==> src/hdl/lsu_pkg.sv <==
// ~~~~~~~~~~~~~~~~~~~~~~~~~~~~~~~~~~~~~~~~~~~~~~~~~~
// Widths, opcodes and load/store function codes
// shared by the load/store unit RTL and its testbench
// ~~~~~~~~~~~~~~~~~~~~~~~~~~~~~~~~~~~~~~~~~~~~~~~~~~
package lsu_pkg;

    localparam int DATA_WIDTH = 32;
    localparam int ADDR_WIDTH = 32;
    localparam int TAG_WIDTH  = 6;

    typedef logic [DATA_WIDTH-1:0]   lsu_data_t;
    typedef logic [ADDR_WIDTH-1:0]   lsu_addr_t;
    typedef logic [TAG_WIDTH-1:0]    lsu_tag_t;
    typedef logic [DATA_WIDTH/8-1:0] lsu_byte_en_t;

    // RISC-V major opcodes
    typedef enum logic [6:0] {
        OPCODE_LOAD  = 7'b0000011,
        OPCODE_STORE = 7'b0100011
    } lsu_opcode_t;

    // Store flag on top of funct3
    typedef enum logic [3:0] {
        LSU_FUNC_LB  = 4'b0000,
        LSU_FUNC_LH  = 4'b0001,
        LSU_FUNC_LW  = 4'b0010,
        LSU_FUNC_LBU = 4'b0100,
        LSU_FUNC_LHU = 4'b0101,
        LSU_FUNC_SB  = 4'b1000,
        LSU_FUNC_SH  = 4'b1001,
        LSU_FUNC_SW  = 4'b1010
    } lsu_func_t;

endpackage

==> src/hdl/lsu_ex.sv <==
// ~~~~~~~~~~~~~~~~~~~~~~~~~~~~~~~~~~~~~~~~~~~~~~~~~~
// Execute stage: RAM read for a load, then lane
// select and sign or zero extension of the word
// ~~~~~~~~~~~~~~~~~~~~~~~~~~~~~~~~~~~~~~~~~~~~~~~~~~
module lsu_ex (
    input  logic               clk,
    input  logic               n_rst,

    input  lsu_pkg::lsu_func_t i_func,
    input  lsu_pkg::lsu_addr_t i_addr,
    input  lsu_pkg::lsu_tag_t  i_tag,
    input  logic               i_valid,

    output lsu_pkg::lsu_data_t o_data,
    output lsu_pkg::lsu_addr_t o_addr,
    output lsu_pkg::lsu_tag_t  o_tag,
    output logic               o_valid,

    output logic               o_ram_rd_en,
    output lsu_pkg::lsu_addr_t o_ram_rd_addr,
    input  lsu_pkg::lsu_data_t i_ram_rd_data
);
    import lsu_pkg::*;

    lsu_func_t  func_q;
    lsu_addr_t  addr_q;
    lsu_tag_t   tag_q;
    logic       valid_q;
    logic [7:0]  byte_sel;
    logic [15:0] half_sel;

    // Word index
    assign o_ram_rd_en   = i_valid;
    assign o_ram_rd_addr = {2'b00, i_addr[ADDR_WIDTH-1:2]};

    // Held while the RAM answers
    always_ff @(posedge clk) begin
        func_q <= i_func;
        addr_q <= i_addr;
        tag_q  <= i_tag;
    end

    always_ff @(posedge clk, negedge n_rst) begin
        if (!n_rst) begin
            valid_q <= 1'b0;
        end else begin
            valid_q <= i_valid;
        end
    end

    assign byte_sel = 8'(i_ram_rd_data >> {addr_q[1:0], 3'b000});
    assign half_sel = addr_q[1] ? i_ram_rd_data[31:16] : i_ram_rd_data[15:0];

    always_comb begin
        case (func_q)
            LSU_FUNC_LB:  o_data = {{24{byte_sel[7]}}, byte_sel};
            LSU_FUNC_LBU: o_data = {24'b0, byte_sel};
            LSU_FUNC_LH:  o_data = {{16{half_sel[15]}}, half_sel};
            LSU_FUNC_LHU: o_data = {16'b0, half_sel};
            default:      o_data = i_ram_rd_data;
        endcase
    end

    assign o_addr  = addr_q;
    assign o_tag   = tag_q;
    assign o_valid = valid_q;

endmodule

==> config.mk <==
export PLATFORM = sky130hd
export DESIGN_NAME = lsu_ex
export DESIGN_NICKNAME = d
export VERILOG_FILES = /design/src/hdl/lsu_pkg.sv /design/src/hdl/lsu_ex.sv
export SDC_FILE = /design/constraint.sdc
export NUM_CORES = 1
export LEC_CHECK = 0
export BUFFER_PORTS_ARGS = -buffer_cell sky130_fd_sc_hd__clkbuf_2
export CORE_MARGIN = 2
export CORE_UTILIZATION = 30
export DETAILED_ROUTE_END_ITERATION = 8
export PLACE_DENSITY = 0.8
export SYNTH_ARGS = -nofsm -noshare
export SYNTH_HDL_FRONTEND = slang
export SYNTH_SLANG_ARGS = --single-unit
==> constraint.sdc <==
create_clock -name clk -period 1.4 [get_ports clk]
set_input_delay 0 -clock clk [delete_from_list [all_inputs] [get_ports clk]]
set_output_delay 0 -clock clk [all_outputs]
set_load 0.005 [all_outputs]
Yosys cells after proc, flatten, opt, wreduce, memory -nomap -nowiden
Cells that the tools add are included.

cells by class
  eq/ne operators = 3
  shift operators = 1
  muxes and demuxes = 2
  reduce and logical (&&, ||, !) cells = 1

operator list
  kind                                                                    count
  32-bit one-hot mux with 4 select lines                                  1
  32-bit by 5-bit right shift with 8-bit output                           1
  16-bit two-way mux                                                      1
  4-bit by 3-bit equality test with 1-bit output (second input constant)  2
  4-bit by 1-bit equality test with 1-bit output (second input constant)  1
  4-bit zero test                                                         1

storage, ports and cells
  register bits after elaboration = 43
  input bits = 77
  output and inout port bits = 104
  logic and storage cells = 11

Depth between registers and ports, before layout
Gate-level depths: netlist (run 1).

  word-level depth = 2
  depth in mapped cells = 5
  depth with buffers taken out = 4

Least setup slack after synthesis (run 1)
Ideal clock, no wire load.

  kind = flip-flop to output port
  from = reg addr_q[1], in the netlist o_addr[1]
  to = out o_data[17]
  arrival = 1.380 ns
  required time = 1.400 ns
  setup slack = 0.020 ns
  cell stages (with the launch flop) = 6
  path buffers = 1
  cell sequence = dfxtp_1 mux2_4 a21oi_2 nor3b_4 buf_6 a21oi_2

between the ends
  word-level cells in the longest chain between the ends = 2
  elaborated cells on any way between the ends = 3

ends and longest elaborated chain
  what                                                                                        RTL line                    RTL
  from (decl)                                                                                 lsu_ex.sv:26                lsu_addr_t addr_q;
  from (signal assigned)                                                                      lsu_ex.sv:39                addr_q <= i_addr;
  32-bit by 5-bit right shift with 8-bit output / 16-bit two-way mux (equally long branches)  lsu_ex.sv:51, lsu_ex.sv:52
  32-bit one-hot mux with 4 select lines *                                                    lsu_ex.sv:55                case (func_q)
  to (decl)                                                                                   lsu_ex.sv:14                output lsu_pkg::lsu_data_t o_data,

Every way passes the cells marked *; elsewhere a longest branch is shown, timed or not.

Worst setup path in the final report (run 1)
  from = reg addr_q[1], in the netlist o_addr[1]
  to = out o_data[24]

The elaborated chain is that of the path after synthesis.

==> results.cfg, run 1 <==
[worst_setup_path]
crit_path_max_incr_delay_ps = 360
timing.critical_path.buf_inv = 3
timing.critical_path.fanout_max = 8
critical_path.cell_chain = mux2_4 > a21oi_4 > nor3b_4 > buf_6 > buf_12 > a21oi_1 > clkbuf_2
critical_path_endpoint_category = output port
crit_required_ps = 1400
cp_data_arrival_time_ps = 1740
cp_slowest_cell = sky130_fd_sc_hd__dfxtp_2
path_class = register to output port
critical-path-top-delay-family = flip-flops
critical_path_launch_point_type = register
cp_num_cells = 7

[finish]
area.sequential_um2 = 874.6
final_util = 0.5920
layout.nets = 485
n_antenna_cell = 0
drive_above_1_share = 0.6455
fillers = 480
total_area_of_multi_input_combinational_cells_um2 = 777.0
layout-area-overhead-vs-synth_pct = 92.36

[yosys]
syn_area_per_cell_um2 = 9.233
seq_area_frac_synth = 0.4809
yosys_warnings = 0
ys_types = 28
synth_enable_flop_cells = 0
synthTopCellsByArea = sky130_fd_sc_hd__dfxtp_1 47%, sky130_fd_sc_hd__buf_4 14%, sky130_fd_sc_hd__a21oi_1 6.7%
synth.top_cells.by_count = 42 x sky130_fd_sc_hd__dfxtp_1, 33 x sky130_fd_sc_hd__buf_4, 24 x sky130_fd_sc_hd__a21oi_1
synth_seq_cells = 43
netlist.top_cell.by_area = sky130_fd_sc_hd__dfxtp_1
synth_flop_cell = sky130_fd_sc_hd__dfxtp_1
synth_cells = 195
asyncSetResetFlopFracSynth = 0.02326
synthMostInstantiatedCell = sky130_fd_sc_hd__dfxtp_1
synthesis.area_um2 = 1800
synth_largest_type_area_fraction = 0.4670

[sta]
finalSetupViolations = 32
final_max_slew_viol_count = 0
period_share = 1.245
final_critical_path_setup_slack_ps = -343.0
hold_violations = 0
finalCriticalPeriod_ps = 1743
unrepaired_setup_endpoints_after_global_routing = true
maxClockFrequency_mhz = 573.7

[placed_design]
place.port_buffers = 178
gp_routability_congestion = 0.7521
detail_placement_hpwl_um = 5109

[floorplanning]
core_area_um2 = 5851
floorplan.io_pins = 181
start_util = 0.3077
die_area_um2 = 6637
die_y_um = 81.47
die_w_um = 81.47
core.rowCount = 28

[global_route]
total_routing_usage_reported_by_global_routing = 0.2101
grt_max_degree = 17
vias_in_the_first_global_route = 2173
grt-ovfl-total = 0
grt_first_pass_wirelength_um = 10550
antenna_found_initial = 0

[cts]
h_tree_levels = 2
number_of_sinks_driven_by_the_clock_tree = 43
number_of_clock_buffers_inserted_by_tritoncts = 5
tritoncts = yes
cts_root_buffer = sky130_fd_sc_hd__clkbuf_8
clkSlewWorstSetupHoldPaths_ps = 80
clock_tree.buffer_depth = 2

[drt]
vias_per_cell = 4.527
drtPass1Iterations = 4
route.vias.total = 2191
wire_per_inst_um = 15.39
drt-total-wl_um = 7451
number_of_design_rule_violations_left_by_the_first_detailed_router_iteration = 62
antenna_left = 0
route.detailed.drc = 0

[min_path]
hold_depth = 4
tightest_hold_check_type = input port to output port

[pwr]
power.density_cell_area_nw_per_um2 = 907.4
power.leakage_nw = 1.775
finalPower_mw = 3.143
ir_worst_vdd_mv = 1.089

[status]
violations = setup timing
outcome = finished with violations

[run]
timing.max_cap.violations = 0
per-layer routing:
layer | global-route usage | wire length, um | vias to the layer above
met5 | 0 | 0 | -
met4 | 0.06780 | 145 | 0
met3 | 0.07802 | 857 | 10
met2 | 0.3877 | 3805 | 134
met1 | 0.2187 | 2642 | 996
li1 | - | - | 1051
cell usage in the layout, fill, tap and decap left out, drive strengths merged:
cell	Yosys	final
o311ai	1	1
buf	40	32
mux2i	3	3
a21oi	36	36
inv	2	3
dfrtp	1	1
o2bb2ai	1	1
or2	1	1
o211ai	1	1
conb	1	2
dlygate4sd3	0	45
nand2b	1	1
nor3b	1	1
o22ai	6	6
nor3	2	2
clkbuf	3	177
o21ai	3	3
nand2	20	20
dfxtp	42	42
nor2	18	18
or3	1	1
a22oi	1	1
mux2	7	7
bufinv	0	1
nand3	3	3
power breakdown:
group | total (mW) | switching, mW | internal, mW
clock | 1.01 | 0.425 | 0.587
sequential | 1.32 | 0.0270 | 1.29
combinational | 0.815 | 0.366 | 0.449
total | 3.14 | 0.818 | 2.33
sequential cells by signal, indices dropped and copies added (netlist names):
register and flops:
func_q 4, o_addr 32, o_valid 1, o_tag 6
layout make-up:
type / instances / share of cell area
timing repair buffer: 248 / 0.4588
sequential: 43 / 0.2525
multi-input combinational: 108 / 0.2243
tap: 75 / 0.02710
clock buffer: 6 / 0.02384
clock inverter: 2 / 0.01120
inverter: 2 / 0.002168
path summary, 6_finish.rpt:
check                             end  slack (ps)               from
worst max-delay path       o_data[24]        -340          o_addr[1]
worst min-delay path       o_data[20]         300  i_ram_rd_data[20]
max in group asynchronous     o_valid         760              n_rst
min in group asynchronous     o_valid         560              n_rst
metrics by stage:
stage	instance area, um2	setup TNS (ps)	hold slack, ps	worst slack, ps	instances
6_report	3463	-7943	298.9	-343.0	484
5_1_grt	3463	-10510	328.9	-445.6	484
4_1_cts	3416	-8309	4.033	-338.7	483
3_5_place_dp	2676	-1033	-222.9	-78.29	427
3_3_place_gp	2676	-225.0	-225.3	-27.90	427
2_1_floorplan	1804	0	-295.6	19.83	196
what timing repair did:
action,4_1_cts,5_1_grt
pin swaps,8,7
endpoints found under the setup margin,32,32
hold endpoints to repair,44,1
buffers inserted,5,1
resized for setup,40,18
cloned,1,0
hold buffers,44,1
logic make-up after synthesis:
| family | Yosys count | synth area share |
|---|---|---|
| AOI/OAI and AO/OA | 49 | 0.1723 |
| and+or+nand+nor | 47 | 0.1140 |
| buffers and inverters | 45 | 0.1682 |
| DFF | 43 | 0.4809 |
| muxes | 10 | 0.06254 |
| other | 1 | 0.002083 |
(Power assumes the default switching activity.)
==> inputs of run 2 (changes only) <==
--- a/config.mk
+++ b/config.mk
@@ -6,8 +6,8 @@
 export NUM_CORES = 1
 export LEC_CHECK = 0
 export BUFFER_PORTS_ARGS = -buffer_cell sky130_fd_sc_hd__clkbuf_2
-export CORE_MARGIN = 2
 export CORE_UTILIZATION = 30
+export CTS_BUF_LIST = sky130_fd_sc_hd__clkbuf_8
 export DETAILED_ROUTE_END_ITERATION = 8
 export PLACE_DENSITY = 0.8
 export SYNTH_ARGS = -nofsm -noshare
==> run 2 against run 1 <==
  * The flow still finishes with violations (setup timing)
  * Hold slack gained 10 ps
  * Clock-buffer cell count is the same
  * Highest routed layer unchanged
  * Critical path depth shrank 1
  * Largest power group unchanged
  * Non-clock buffer count grew 1
  * Power shrank 1.0%
  * Clock power shrank 4%
  * Combinational power grew 0.6%
  * Sequential share of layout area shrank 0.24 points
  * Cell count shrank 0.41%
  * Critical path type unchanged
  * Flip-flop and latch count is the same
  * Design area grew 1.1%
  * First-iteration DRC count shrank 56%
==> results.cfg, run 2 (synthesis gave the netlist of run 1 again) <==
[status]
outcome = finished with violations
violations = setup timing

[worst_setup_path]
crit_required_ps = 1400
cp_data_arrival_time_ps = 1720
critical_path.cell_chain = mux2_4 > a21oi_4 > nor3b_4 > buf_12 > a21oi_1 > clkbuf_2
worst_setup_path_startpoint = o_addr[1]
critical_path_launch_point_type = register
critical-path-top-delay-family = flip-flops
timing.critical_path.fanout_max = 16
timing.critical_path.buf_inv = 2
crit_path_max_incr_delay_ps = 380
critical_path_endpoint_category = output port
path_class = register to output port
cp_slowest_cell = sky130_fd_sc_hd__dfxtp_4

[cts]
cts_root_buffer = sky130_fd_sc_hd__clkbuf_8
h_tree_levels = 2
clkSlewWorstSetupHoldPaths_ps = 70
tritoncts = yes
number_of_clock_buffers_inserted_by_tritoncts = 5
clock_tree.buffer_depth = 2
number_of_sinks_driven_by_the_clock_tree = 43

[drt]
route.detailed.drc = 0
wire_per_inst_um = 14.29
antenna_left = 0
drt-total-wl_um = 6888
route.vias.total = 2210
drtPass1Iterations = 4
vias_per_cell = 4.585
number_of_design_rule_violations_left_by_the_first_detailed_router_iteration = 27

[sta]
finalSetupViolations = 32
worst_hold_slack_ps = 309.1
final_max_slew_viol_count = 0
maxClockFrequency_mhz = 581.8
finalCriticalPeriod_ps = 1719
period_share = 1.228
final_critical_path_setup_slack_ps = -318.9
unrepaired_setup_endpoints_after_global_routing = true
hold_violations = 0

[finish]
layout_common_cells = 170 x sky130_fd_sc_hd__clkbuf_2, 45 x sky130_fd_sc_hd__dlygate4sd3_1, 38 x sky130_fd_sc_hd__dfxtp_1
area.sequential_um2 = 875.8
layout-area-overhead-vs-synth_pct = 94.44
final_util = 0.6205
total_area_of_multi_input_combinational_cells_um2 = 830.8
fillers = 474
drive_above_1_share = 0.6488
n_antenna_cell = 0
layout.nets = 486
largest_register_ff_count = 32
most_frequent_standard_cell_in_the_layout_excluding_fill_and_tap_cells = sky130_fd_sc_hd__clkbuf_2
post_layout_nonfiller_instances = 482

[global_route]
grt_first_pass_wirelength_um = 9784
grt_max_degree = 17
vias_in_the_first_global_route = 2129
antenna_found_initial = 0
total_routing_usage_reported_by_global_routing = 0.1996
grt-ovfl-total = 0

[floorplanning]
core.rowCount = 27
core_area_um2 = 5642
die_y_um = 79.47
floorplan.io_pins = 181
die_w_um = 79.47
start_util = 0.3191
die_area_um2 = 6315

[placed_design]
place.port_buffers = 178
gp_routability_congestion = 0.7674
detailedPlace.worstSlack_ps = -69.89
dp_cells = 425
detail_placement_hpwl_um = 4711

[min_path]
hold-path-endpoint = o_data[28]
hold_depth = 4
tightest_hold_check_type = input port to output port
timing.hold.worst.start = i_ram_rd_data[28]

[pwr]
power.leakage_nw = 1.784
power.density_cell_area_nw_per_um2 = 888.3
ir_worst_vdd_mv = 0.9732

[run]
timing.max_cap.violations = 0
-- run 2: cell count changes in the layout (fill, tap and decap cells not counted), moves of 3 or more --
cell,delta
sky130_fd_sc_hd__nor2_2,-4
sky130_fd_sc_hd__nor2_4,+4
sky130_fd_sc_hd__a21oi_1,+3
sky130_fd_sc_hd__a21oi_2,-3
sky130_fd_sc_hd__mux2i_4,+3
sky130_fd_sc_hd__o22ai_1,-3
sky130_fd_sc_hd__o22ai_2,+3
-- run 2: timing repair --
action                     4_1_cts  5_1_grt
resized for setup               29       39
pin swaps                        7        3
buffers inserted                 4        0
setup endpoints to repair       32       32
hold buffers                    45        0
hold endpoints to repair        44        0
-- run 2: worst max-delay path by stage --
stage | endpoint | slack (ps) | cells after the start
after global routing | o_data[25] | -400 | 7
after CTS | o_data[26] | -340 | 6
after detailed placement | o_data[26] | -70 | 6
final | o_data[26] | -320 | 6
after global placement | o_data[16] | -30 | 6
after floorplan | o_data[17] | 20 | 5
-- run 2: routing by layer --
metal	share of wire	GRT usage
met5	0	0
met2	0.53	0.3803
met4	0.020	0.06000
met1	0.36	0.2087
met3	0.092	0.05600
-- run 2: layout make-up --
type,count,area share
repair buffers,249,0.4510
flip-flops and latches,43,0.2502
multi-input cells,108,0.2373
well taps,72,0.02573
clock buffers,6,0.02359
clock inverters,2,0.01001
inverters,2,0.002144
-- run 2: where the power goes --
group	total [mW]	switching, mW	leakage (nW)	internal (mW)
Combinational	0.820	0.365	1.36	0.456
Clock	0.973	0.396	0.0612	0.577
Sequential	1.32	0.0282	0.367	1.29
Total	3.11	0.789	1.78	2.32
-- run 2: per-stage QoR --
step	instance area, um2	power [mW]	setup TNS (ps)
floorplan	1804	1.633	0
global placement	2668	1.943	-256.7
detailed placement	2668	1.955	-1006
CTS	3357	3.066	-7952
global route	3501	3.258	-9880
finish	3501	3.110	-7499
