$ cat src/hdl/lsu_pkg.sv
// ~~~~~~~~~~~~~~~~~~~~~~~~~~~~~~~~~~~~~~~~~~~~~~~~~~
// Widths, opcodes and load/store function codes
// shared by the load/store unit RTL and its testbench
// ~~~~~~~~~~~~~~~~~~~~~~~~~~~~~~~~~~~~~~~~~~~~~~~~~~
package lsu_pkg;

    localparam int DATA_WIDTH = 32;
    localparam int ADDR_WIDTH = 32;
    localparam int TAG_WIDTH  = 6;

    typedef logic [DATA_WIDTH-1:0]   lsu_data_t;
    typedef logic [ADDR_WIDTH-1:0]   lsu_addr_t;
    typedef logic [TAG_WIDTH-1:0]    lsu_tag_t;
    typedef logic [DATA_WIDTH/8-1:0] lsu_byte_en_t;

    // RISC-V major opcodes
    typedef enum logic [6:0] {
        OPCODE_LOAD  = 7'b0000011,
        OPCODE_STORE = 7'b0100011
    } lsu_opcode_t;

    // Store flag on top of funct3
    typedef enum logic [3:0] {
        LSU_FUNC_LB  = 4'b0000,
        LSU_FUNC_LH  = 4'b0001,
        LSU_FUNC_LW  = 4'b0010,
        LSU_FUNC_LBU = 4'b0100,
        LSU_FUNC_LHU = 4'b0101,
        LSU_FUNC_SB  = 4'b1000,
        LSU_FUNC_SH  = 4'b1001,
        LSU_FUNC_SW  = 4'b1010
    } lsu_func_t;

endpackage

$ cat src/hdl/lsu_sq.sv
// ~~~~~~~~~~~~~~~~~~~~~~~~~~~~~~~~~~~~~~~~~~~~~~~~~~
// Store queue: holds stores until retired by tag,
// then drains them to the data RAM in order
// ~~~~~~~~~~~~~~~~~~~~~~~~~~~~~~~~~~~~~~~~~~~~~~~~~~
module lsu_sq #(
    parameter int SQ_DEPTH = 8
) (
    input  logic                  clk,
    input  logic                  n_rst,
    input  logic                  i_flush,
    output logic                  o_full,

    input  logic                  i_alloc_en,
    input  lsu_pkg::lsu_func_t    i_alloc_func,
    input  lsu_pkg::lsu_addr_t    i_alloc_addr,
    input  lsu_pkg::lsu_data_t    i_alloc_data,
    input  lsu_pkg::lsu_tag_t     i_alloc_tag,

    input  logic                  i_retire_en,
    input  lsu_pkg::lsu_tag_t     i_retire_tag,
    output logic                  o_retire_stall,

    output logic                  o_wr_en,
    output lsu_pkg::lsu_addr_t    o_wr_addr,
    output lsu_pkg::lsu_data_t    o_wr_data,
    output lsu_pkg::lsu_byte_en_t o_wr_byte_en
);
    import lsu_pkg::*;

    localparam int PTR_W = $clog2(SQ_DEPTH);

    lsu_func_t entry_func [SQ_DEPTH];
    lsu_addr_t entry_addr [SQ_DEPTH];
    lsu_data_t entry_data [SQ_DEPTH];
    lsu_tag_t  entry_tag  [SQ_DEPTH];

    logic [SQ_DEPTH-1:0] entry_valid;
    logic [SQ_DEPTH-1:0] entry_retired;
    logic [PTR_W-1:0]    head;
    logic [PTR_W-1:0]    tail;

    logic [SQ_DEPTH-1:0] retire_match;
    logic [PTR_W-1:0]    retire_idx;
    logic                retire_ok;
    logic [SQ_DEPTH-1:0] retired_upd;
    logic [SQ_DEPTH-1:0] valid_next;
    logic [SQ_DEPTH-1:0] retired_next;
    logic [PTR_W:0]      keep_cnt;
    logic                alloc;
    lsu_addr_t           head_addr;

    assign o_full    = entry_valid[tail];
    assign alloc     = i_alloc_en && !i_flush;
    assign o_wr_en   = entry_valid[head] && entry_retired[head];
    assign head_addr = entry_addr[head];

    // Tag search over live, unretired entries
    always_comb begin
        retire_idx = '0;
        for (int i = 0; i < SQ_DEPTH; i++) begin
            retire_match[i] = entry_valid[i] && !entry_retired[i]
                              && (entry_tag[i] == i_retire_tag);
            if (retire_match[i]) begin
                retire_idx = PTR_W'(i);
            end
        end
    end

    assign retire_ok      = i_retire_en && (|retire_match);
    assign o_retire_stall = i_retire_en && !(|retire_match);
    assign retired_upd    = entry_retired | (retire_ok ? retire_match : '0);

    // Retired entries are a prefix from head, so the count locates the new tail
    always_comb begin
        keep_cnt     = '0;
        valid_next   = entry_valid;
        retired_next = retired_upd;
        for (int i = 0; i < SQ_DEPTH; i++) begin
            keep_cnt = keep_cnt + {{PTR_W{1'b0}}, entry_valid[i] & retired_upd[i]};
        end
        if (i_flush) begin
            valid_next = entry_valid & retired_upd;
        end
        if (o_wr_en) begin
            valid_next[head]   = 1'b0;
            retired_next[head] = 1'b0;
        end
        if (alloc) begin
            valid_next[tail]   = 1'b1;
            retired_next[tail] = 1'b0;
        end
    end

    always_ff @(posedge clk, negedge n_rst) begin
        if (!n_rst) begin
            head          <= '0;
            tail          <= '0;
            entry_valid   <= '0;
            entry_retired <= '0;
        end else begin
            entry_valid   <= valid_next;
            entry_retired <= retired_next;
            if (o_wr_en) begin
                head <= head + 1'b1;
            end
            if (i_flush) begin
                tail <= head + keep_cnt[PTR_W-1:0];
            end else if (alloc) begin
                tail <= tail + 1'b1;
            end
        end
    end

    always_ff @(posedge clk) begin
        if (alloc) begin
            entry_func[tail] <= i_alloc_func;
            entry_addr[tail] <= i_alloc_addr;
            entry_data[tail] <= i_alloc_data;
            entry_tag[tail]  <= i_alloc_tag;
        end
    end

    // Move store data into its byte lanes
    always_comb begin
        case (entry_func[head])
            LSU_FUNC_SB: begin
                o_wr_byte_en = 4'b0001 << head_addr[1:0];
                o_wr_data    = entry_data[head] << {head_addr[1:0], 3'b000};
            end
            LSU_FUNC_SH: begin
                o_wr_byte_en = 4'b0011 << {head_addr[1], 1'b0};
                o_wr_data    = entry_data[head] << {head_addr[1], 4'b0000};
            end
            default: begin
                o_wr_byte_en = 4'b1111;
                o_wr_data    = entry_data[head];
            end
        endcase
    end

    assign o_wr_addr = {2'b00, head_addr[ADDR_WIDTH-1:2]};

    // Issue must already be held off by the stall
    a_no_alloc_full: assert property (@(posedge clk) disable iff (!n_rst)
        i_alloc_en |-> !o_full)
        else $error("store allocated into a full queue");

    // In-order retire keeps the drain from waiting on an unretired head
    a_retire_order: assert property (@(posedge clk) disable iff (!n_rst)
        retire_ok |-> (retire_idx == head) || entry_retired[retire_idx - 1'b1])
        else $error("store retired ahead of an older unretired store");

endmodule

$ cat config.mk
export PLATFORM = sky130hd
export DESIGN_NAME = lsu_sq
export DESIGN_NICKNAME = d
export VERILOG_FILES = /design/src/hdl/lsu_pkg.sv /design/src/hdl/lsu_sq.sv
export SDC_FILE = /design/constraint.sdc
export NUM_CORES = 1
export LEC_CHECK = 0
export BUFFER_PORTS_ARGS = -buffer_cell sky130_fd_sc_hd__buf_2
export CAP_MARGIN = 20
export CELL_PAD_IN_SITES_DETAIL_PLACEMENT = 1
export CELL_PAD_IN_SITES_GLOBAL_PLACEMENT = 1
export CORE_MARGIN = 4
export CORE_UTILIZATION = 50
export CTS_BUF_LIST = sky130_fd_sc_hd__clkbuf_8
export CTS_CLUSTER_SIZE = 14
export DETAILED_ROUTE_END_ITERATION = 8
export HOLD_SLACK_MARGIN = 0.03
export PLACE_DENSITY_LB_ADDON = 0.1
export SLEW_MARGIN = 20
export SYNTH_ARGS = -nofsm -noshare
export SYNTH_HDL_FRONTEND = slang
export SYNTH_SLANG_ARGS = --single-unit
$ cat constraint.sdc
create_clock -name clk -period 19.09 [get_ports clk]
set_input_delay 3.818 -clock clk [delete_from_list [all_inputs] [get_ports clk]]
set_output_delay 3.818 -clock clk [all_outputs]
set_load 0.01 [all_outputs]
* Yosys cells after proc, flatten, opt, wreduce, memory -nomap -nowiden
Memory sizes are Yosys's and may differ from the RTL's. Index checks and enable logic that the tools add are counted.
Storage, ports and cells: logic and storage cells 108, RAM bits 592, register bits after elaboration 22, output and inout bits 71, memories 4, bits of input ports 85
Memory list:
- entry_addr | words 8, width 32, rd ports 1, clocked after Yosys merged registers in 0, wr ports 1, line lsu_sq.sv:33 | lsu_addr_t entry_addr [SQ_DEPTH];
- entry_data | words 8, width 32, rd ports 1, clocked after Yosys merged registers in 0, wr ports 1, line lsu_sq.sv:34 | lsu_data_t entry_data [SQ_DEPTH];
- entry_tag | words 8, width 6, rd ports 8, clocked after Yosys merged registers in 0, wr ports 1, line lsu_sq.sv:35 | lsu_tag_t entry_tag [SQ_DEPTH];
- entry_func | words 8, width 4, rd ports 1, clocked after Yosys merged registers in 0, wr ports 1, line lsu_sq.sv:32 | lsu_func_t entry_func [SQ_DEPTH];
Cells by class: add/sub/neg operators 10, shifts and indexed selects 4, order comparisons 4, bitwise logic cells 16, mux-type cells 22, reduce and logical (&&, ||, !) cells 34, equal/unequal tests 10
Operators with widths (count):
- $pmux 32 s2 | 1
- $shl 32x5->32 | 2
- $eq 6x6->1 | 8
- $mux 8 | 6
- $and 8x8->8 | 4
- $logic_and 1x1->1 | 22
- $not 8->8 | 2
- $or 8x8->8 | 2
- $add 3x1->3 | 5
- $logic_not 1->1 | 10
- $bmux 1 s3 | 3
- $and 1x1->1 | 8
- $eq 4x4->1 const B | 2
- $lt 3x4->1 const B | 2
- $pmux 4 s2 | 1
- $reduce_or 8->1 | 1
- $mux 1 | 7
- $add 3x1->3 const B | 2
- $demux 1 s3 | 2
- $ge 3x1->1 const B | 2
- $mux 3 | 2
- $shl 1x2->4 const A | 1
- $shl 2x2->4 const A | 1
- $add 2x1->3 | 1
- other kinds (3) | 3

* Depth between registers and ports, before layout
Gate-level depths: netlist (run 1).
depth in word-level cells 17, depth in mapped cells 17, depth with buffers taken out 16

* Worst setup path before layout (run 1)
OpenSTA, ideal clock, no wires.
kind input to register, start point input i_flush, end point memory entry_addr[0][0] (netlist name) (enable), library setup time 0.601 ns, path slack 8.944 ns, required time 18.489 ns, data arrival time 9.545 ns, stages 3, path buffers 1, cells stage by stage or3b_2 clkbuf_1 nor3_1
On the way: cells in the longest elaborated chain, start to end 4
RTL lines:
- start, declared | line lsu_sq.sv:10 | input logic i_flush,
- $logic_not 1->1 | line lsu_sq.sv:53 | assign alloc = i_alloc_en && !i_flush;
- $logic_and 1x1->1 | line lsu_sq.sv:53
- $mux 1 | line lsu_sq.sv:115 | if (alloc) begin
- $mux 1 (implied by the code) | line lsu_sq.sv:117 | entry_addr[tail] <= i_alloc_addr;
- end, declared | line lsu_sq.sv:33
Every way passes these cells.

* Worst setup path after layout (run 1)
start point input i_retire_tag[5], end point output o_retire_stall
On the way: cells in the longest elaborated chain, start to end 5, elaborated cells on any way between the ends 19, classes of those cells eq/ne (8); reduce/logical (11)
RTL lines:
- start, declared | line lsu_sq.sv:20 | input lsu_pkg::lsu_tag_t i_retire_tag,
- $eq 6x6->1 | line lsu_sq.sv:62 | && (entry_tag[i] == i_retire_tag);
- $logic_and 1x1->1 | line lsu_sq.sv:62
- $reduce_or 8->1 (*) | line lsu_sq.sv:70 | assign o_retire_stall = i_retire_en && !(|retire_match);
- $logic_not 1->1 (*) | line lsu_sq.sv:70
- $logic_and 1x1->1 (*) | line lsu_sq.sv:70
- end, declared | line lsu_sq.sv:21 | output logic o_retire_stall,
Mark *: on every way between the ends. The rest lies on a longest branch, timed or not.

==> results.tsv, run 1 <==
stage	metric	value	unit
layout	fin_util	0.5724	
sta	rsz0062_at_grt	no	
global_route	grt-ovfl-total	0	
worst_setup_path	startpoint	i_retire_tag[5]	
pwr	vdd_ir_drop_max	0.06603	mV
die	die_width	231.4	um
clocking	clk_path_buf_depth	3	
detailed_routing	wl_per_cell	26.12	um
worst_setup_path	rr_worst_depth	16	
placement	postPlaceCellArea	0.02635	sq mm
worst_setup_path	path_max_fanout	8	
layout	fin_cells	2385	
layout	final_area	0.02814	sq mm
detailed_routing	viasPerCell	5.853	
layout	area_growth	12.80	%
placement	dp_hpwl	35.06	mm
global_route	antenna_found_initial	9	
detailed_routing	dr.pass1.iters	6	
die	core_area	0.04915	sq mm
layout	regArea	0.01834	sq mm
sta	hold_violations	0	
detailed_routing	drt_iter0_drc	886	
sta	final.setup.tns	0	ns
die	rows	81	
sta	period_needed	9.082	ns
clocking	cts_hold_buf	0	
placement	place_inst	2201	
pwr	p_leak	9.149	nW
logic_synthesis	yosysWarnings	0	
die	dieHeight	231.4	um
logic_synthesis	synth_ff_type	edfxtp_1	
worst_setup_path	worstSetupStartpointType	primary input	
clocking	post_cts.repair.setup_buffers	0	
layout	nFillCells	4543	
pwr	power_density	119.6	mW/mm^2
logic_synthesis	netlist_area	0.02495	sq mm
clocking	cts_inserted_buffers	100	
sta	slew_headroom	0.2844	
sta	finalCritPeriodShare	0.4757	
die	die_area	0.05353	sq mm
clocking	cts_sinks	614	
die	ioPinCount	156	
min_path	hp-class	reg -> reg	
sta	post-route-worst-setup-slack	10.01	ns
placement	gp_congestion	0.7988	
sta	worst_pin_slew	1.071	ns
layout	multi_input_area	0.006183	sq mm
placement	place.port_buffers	153	
clocking	clockRootBuffer	clkbuf_8	
worst_setup_path	cp.required	15.27	ns
detailed_routing	via_count	13959	
global_route	grt_pass1_wl	94.66	mm
worst_setup_path	crit_path_end	o_retire_stall	
detailed_routing	ant_nets	0	
placement	pre_cts_slack	10.07	ns
global_route	grt_start_max_net_pins	66	
logic_synthesis	ys_seq_elements	614	
logic_synthesis	synthArstFlopShare	0.03583	
worst_setup_path	cp.arrival	5.26	ns
layout	drive_gt1_frac	0.2586	
sta	maxSlewViolCount	0	
logic_synthesis	syn_area_per_cell	17.23	sq um
clocking	clock_latency	0.65	ns
sta	max_freq	110.1	MHz
logic_synthesis	synth-edff-count	592	
logic_synthesis	ys_types	71	
logic_synthesis	ys_seq_area_frac	0.7347	
min_path	min_from	tail[2]$_DFFE_PN0P_	
clocking	cts_tree	built	
sta	finalSetupViolations	0	
worst_setup_path	r2r-start	entry_tag[2][5]$_DFFE_PP_	
global_route	track_usage	0.2348	
die	initial_utilization	0.5075	
global_route	grt_pass1_vias	15175	
run	cap_viol_max_count	0	
clocking	path_clk_slew	0.06	ns
worst_setup_path	worstSetupPathType	in -> out	
clocking	cts_resized	0	
detailed_routing	drc	0	
layout	nets	1733	
detailed_routing	wl	62.29	mm
worst_setup_path	rrSetupSlack	14.54	ns
logic_synthesis	syn_inst	1448	
worst_setup_path	reg2reg_to	tail[2]$_DFFE_PN0P_	
clocking	htreeDepth	3	
sta	fin_skew	0.01908	ns
run_status	status	finished clean	
worst_setup_path	cp-end-kind	primary output	
[flip-flops by register name, indices dropped and copies added (netlist names)]
name           count
entry_addr       256
entry_tag         48
entry_retired      8
entry_valid        8
entry_func        32
head               3
tail               3
entry_data       256
[synthesized netlist by cell type, types with 9 or more instances]
library cell,count,share of area
edfxtp_1,592,0.71
mux2i_1,91,0.037
nor2_1,76,0.011
mux2_2,66,0.030
a22oi_1,52,0.016
a21oi_1,50,0.010
clkbuf_1,42,0.0063
o21ai_0,40,0.0080
mux4_2,39,0.035
xnor2_1,36,0.013
o22a_1,31,0.011
nand2_1,30,0.0045
buf_2,25,0.0050
o22ai_1,25,0.0063
nor3_1,23,0.0046
dfrtp_1,22,0.022
xor2_1,18,0.0063
nand3_1,17,0.0034
buf_4,14,0.0042
a211oi_1,11,0.0033
nand2b_1,11,0.0028
a221oi_1,10,0.0035
nor2b_1,10,0.0025
nor4_1,10,0.0025
nand3b_1,9,0.0027
[power breakdown]
part / leakage [nW] / switching (mW) / internal [mW]
clock network: 1.01 / 0.510 / 0.519
registers: 5.65 / 0.0391 / 1.54
logic: 2.49 / 0.454 / 0.306
[area by class of cell]
type,instances,share of cell area
Clock inverter,79,0.01383
Inverter,7,0.0009338
Sequential cell,614,0.6518
Multi-Input combinational cell,736,0.2198
Timing Repair Buffer,180,0.03442
Clock buffer,101,0.04940
Antenna cell,4,0.0003557
Tap cell,664,0.02953
[worst min path at each step]
stage	endpoint	slack, ns	depth (start not counted)
global placement	tail[2]$_DFFE_PN0P_	0.62	2
CTS	tail[2]$_DFFE_PN0P_	0.66	2
floorplan	entry_valid[7]$_DFF_PN0_	0.54	1
global route	entry_valid[7]$_DFF_PN0_	0.72	1
detailed placement	tail[2]$_DFFE_PN0P_	0.65	2
finish	tail[2]$_DFFE_PN0P_	0.66	2
[critical path: stages]
cell and delay (ns):
buf_2 0.23, xnor2_1 0.16, nand3_1 0.15, nor4_1 0.43, nor4_1 0.12, and4b_1 0.20
buf_2 0.14
[cell families after synthesis]
| logic type | count (synthesis) | synth area share |
|---|---|---|
| DFF | 614 | 0.7347 |
| AOI/OAI and AO/OA | 270 | 0.07594 |
| other | 1 | 0.0001503 |
| muxes | 200 | 0.1048 |
| buffers and inverters | 99 | 0.02082 |
| and+or+nand+nor | 201 | 0.03862 |
| adders and majority gates | 9 | 0.006019 |
| xor gates and xnor gates | 54 | 0.01896 |
[per-layer routing]
layer  global-route usage  wire, um  share of wire  vias to the layer above
li1                     -         -              -                     6183
met1               0.3220     27130           0.44                     7324
met2               0.3852     30510           0.49                      359
met3              0.04806      3376          0.054                       83
met4              0.06897      1207          0.019                       10
met5                    0        58        0.00093                        -
[placed cells by master (no fill, tap or decap), types with 8 or more instances in the layout]
master    count
o22a_1       31
xnor2_1      36
edfxtp_1    592
nand3b_1      9
xor2_1       18
nor3_1       21
clkinv_1     31
o22ai_1      25
nor4_1       10
buf_4        27
a211oi_1     11
mux2_2       66
o21ai_0      40
a221oi_1     10
a21oi_1      50
buf_2       153
nor2_1       69
nor2b_1       8
clkbuf_8    101
mux4_2       39
a22oi_1      52
clkinv_2     12
nand2_1      29
nand3_1      17
dfrtp_1      19
nand2b_1     11
mux2i_1      90
inv_1        34
[per-stage QoR]
stage          power, mW  hold WS [ns]
5_1_grt            3.528        0.7162
6_report           3.366        0.6628
4_1_cts            3.406        0.6609
2_1_floorplan      2.114        0.5404
3_5_place_dp       2.372        0.6514
3_3_place_gp       2.355        0.6232
No activity file was read; power rests on OpenSTA's default activity.
==> run 2, diff against run 1 <==
Settings changed: CORE_UTILIZATION 50 to 49.
Clock period 19.09 ns to 7.42 ns, I/O delays scaled along.
==> results.tsv, run 2 (synthesis gave the netlist of run 1 again) <==
stage	metric	value	unit
layout	final_common_cell	edfxtp_1	
clocking	path_clk_slew	0.06	ns
layout	drive_gt1_frac	0.2599	
worst_setup_path	cp_cell_sequence	nor2b_1 -> a2111oi_0 -> o41a_2 -> o2111a_1 -> inv_2 -> a22oi_1 -> buf_2	
worst_setup_path	cp_slowest_cell	dfrtp_4	
worst_setup_path	worstSetupStartpointType	flop	
die	rows	82	
detailed_routing	wl	61.71	mm
layout	nets	1735	
clocking	cts_sinks	614	
clocking	post_cts.repair.setup_buffers	0	
global_route	antenna_found_initial	8	
run	cap_viol_max_count	0	
worst_setup_path	critPathMaxStageDelay	0.92	ns
min_path	hp-class	reg -> reg	
global_route	grt_start_max_net_pins	102	
die	core_area	0.05027	sq mm
pwr	power_density	308.2	mW/mm^2
placement	dp_hpwl	34.70	mm
sta	max_freq	165.3	MHz
die	die_width	233.6	um
worst_setup_path	cp_top_family	compound AO/OA/AOI/OAI gates	
layout	most-common-layout-cells	edfxtp_1 (592), buf_2 (153), clkbuf_8 (105), mux2i_1 (90), nor2_1 (69)	
worst_setup_path	cp_num_buf_inv	2	
worst_setup_path	path_max_fanout	50	
sta	hold_violations	0	
clocking	clk_path_buf_depth	3	
sta	worst_pin_slew	1.019	ns
sta	fin_skew	0.03755	ns
detailed_routing	via_count	13957	
clocking	clockRootBuffer	clkbuf_8	
sta	post-route-worst-setup-slack	1.371	ns
placement	place.port_buffers	153	
worst_setup_path	worstSetupPathType	reg -> out	
die	dieHeight	233.6	um
run_status	status	finished clean	
pwr	p_sw	2.579	mW
sta	period_needed	6.049	ns
worst_setup_path	cp-end-kind	primary output	
placement	gp_congestion	0.7686	
pwr	p_int	6.130	mW
clocking	cts_inserted_buffers	102	
pwr	combPwrFrac	0.225	
global_route	grt_pass1_wl	92.45	mm
detailed_routing	dr.pass1.iters	5	
sta	final.setup.tns	0	ns
sta	finalCritPeriodShare	0.8152	
global_route	grt-ovfl-total	0	
sta	maxSlewViolCount	0	
clocking	cts_hold_buf	0	
global_route	track_usage	0.2275	
clocking	cts_resized	0	
worst_setup_path	cp.arrival	4.56	ns
sta	fin_hold_ws	0.6414	ns
pwr	p_clk_frac	0.311	
detailed_routing	wl_per_cell	25.75	um
clocking	htreeDepth	3	
global_route	grt_pass1_vias	14780	
sta	rsz0062_at_grt	no	
pwr	p_leak	9.235	nW
die	initial_utilization	0.4962	
die	ioPinCount	156	
detailed_routing	ant_nets	0	
detailed_routing	viasPerCell	5.823	
sta	finalSetupViolations	0	
pwr	swShare	0.2961	
sta	slew_headroom	0.3200	
clocking	clock_latency	0.70	ns
placement	pre_cts_slack	1.618	ns
detailed_routing	drc	0	
layout	reg_top3	entry_addr (256), entry_data (256), entry_tag (48)	
pwr	vdd_ir_drop_max	0.2805	mV
die	die_area	0.05458	sq mm
clocking	cts_tree	built	
pwr	p_seq_frac	0.464	
detailed_routing	drt_iter0_drc	981	
worst_setup_path	cp.required	5.94	ns
layout	area_growth	13.29	%
run 2: cell count changes in the layout (fill, tap and decap cells not counted):
cell        change
clkinv_2        +1
inv_6           -1
nor3_4          +2
nor3_2          -2
clkinv_8        +1
clkinvlp_4      -4
buf_4           -3
diode_2         +1
clkbuf_8        +4
clkinv_1        -9
buf_12          +3
inv_8           +2
inv_1           +9
run 2: final cells by class:
class,count,area [sq um]
fill,4667,22010
sequential,614,18340
multi-input combinational,736,6196
clock buffer,105,1445
timing repair buffer,180,1006
tap,672,840.8
clock inverter,78,394.1
inverter,7,26.28
antenna,5,12.51
run 2: worst paths after layout:
path | start | end | slack, ns | cells past startpoint
setup / recovery | head[1]$_DFFE_PN0P_ | o_wr_data[24] | 1.37 | 7
hold / removal | entry_retired[4]$_DFF_PN0_ | entry_retired[4]$_DFF_PN0_ | 0.64 | 2
setup reg to reg | entry_tag[0][2]$_DFFE_PP_ | tail[2]$_DFFE_PN0P_ | 2.97 | 16
hold reg to reg | entry_retired[4]$_DFF_PN0_ | entry_retired[4]$_DFF_PN0_ | 0.64 | 2
max in group asynchronous | n_rst | head[0]$_DFFE_PN0P_ | 6.21 | 1
min in group asynchronous | n_rst | entry_retired[4]$_DFF_PN0_ | 0.77 | 1
run 2: stage by stage:
stage	instance area [sq um]	total power [mW]	std cells	utilization
floorplan	24960	5.436	1449	-
global placement	26410	6.060	2209	0.5253
detailed placement	26410	6.098	2209	0.5253
CTS	28250	8.822	2392	0.5619
global route	28250	9.133	2394	0.5620
finish	28260	8.709	2397	0.5621
run 2: tightest hold or removal path, cell delays in order (launching register included):
cell     delay [ns]
dfrtp_1        0.37
a21oi_1        0.08
nor3_1         0.13
run 2: power by group through the flow:
| stage | Clock (mW) | Combinational (mW) | Sequential, mW |
|---|---|---|---|
| detailed placement | 0 | 1.98 | 4.11 |
| global placement | 0 | 1.95 | 4.11 |
| CTS | 2.79 | 1.99 | 4.04 |
| global route | 2.96 | 2.13 | 4.05 |
| floorplan | 0 | 1.37 | 4.07 |
| finish | 2.71 | 1.96 | 4.04 |
run 2: per-layer routing:
metal,up-vias,track usage,share of wire
li1,6189,-,-
met1,7349,0.3075,0.43
met2,316,0.3814,0.50
met3,95,0.04268,0.043
met4,8,0.06387,0.020
met5,-,0,0.00086
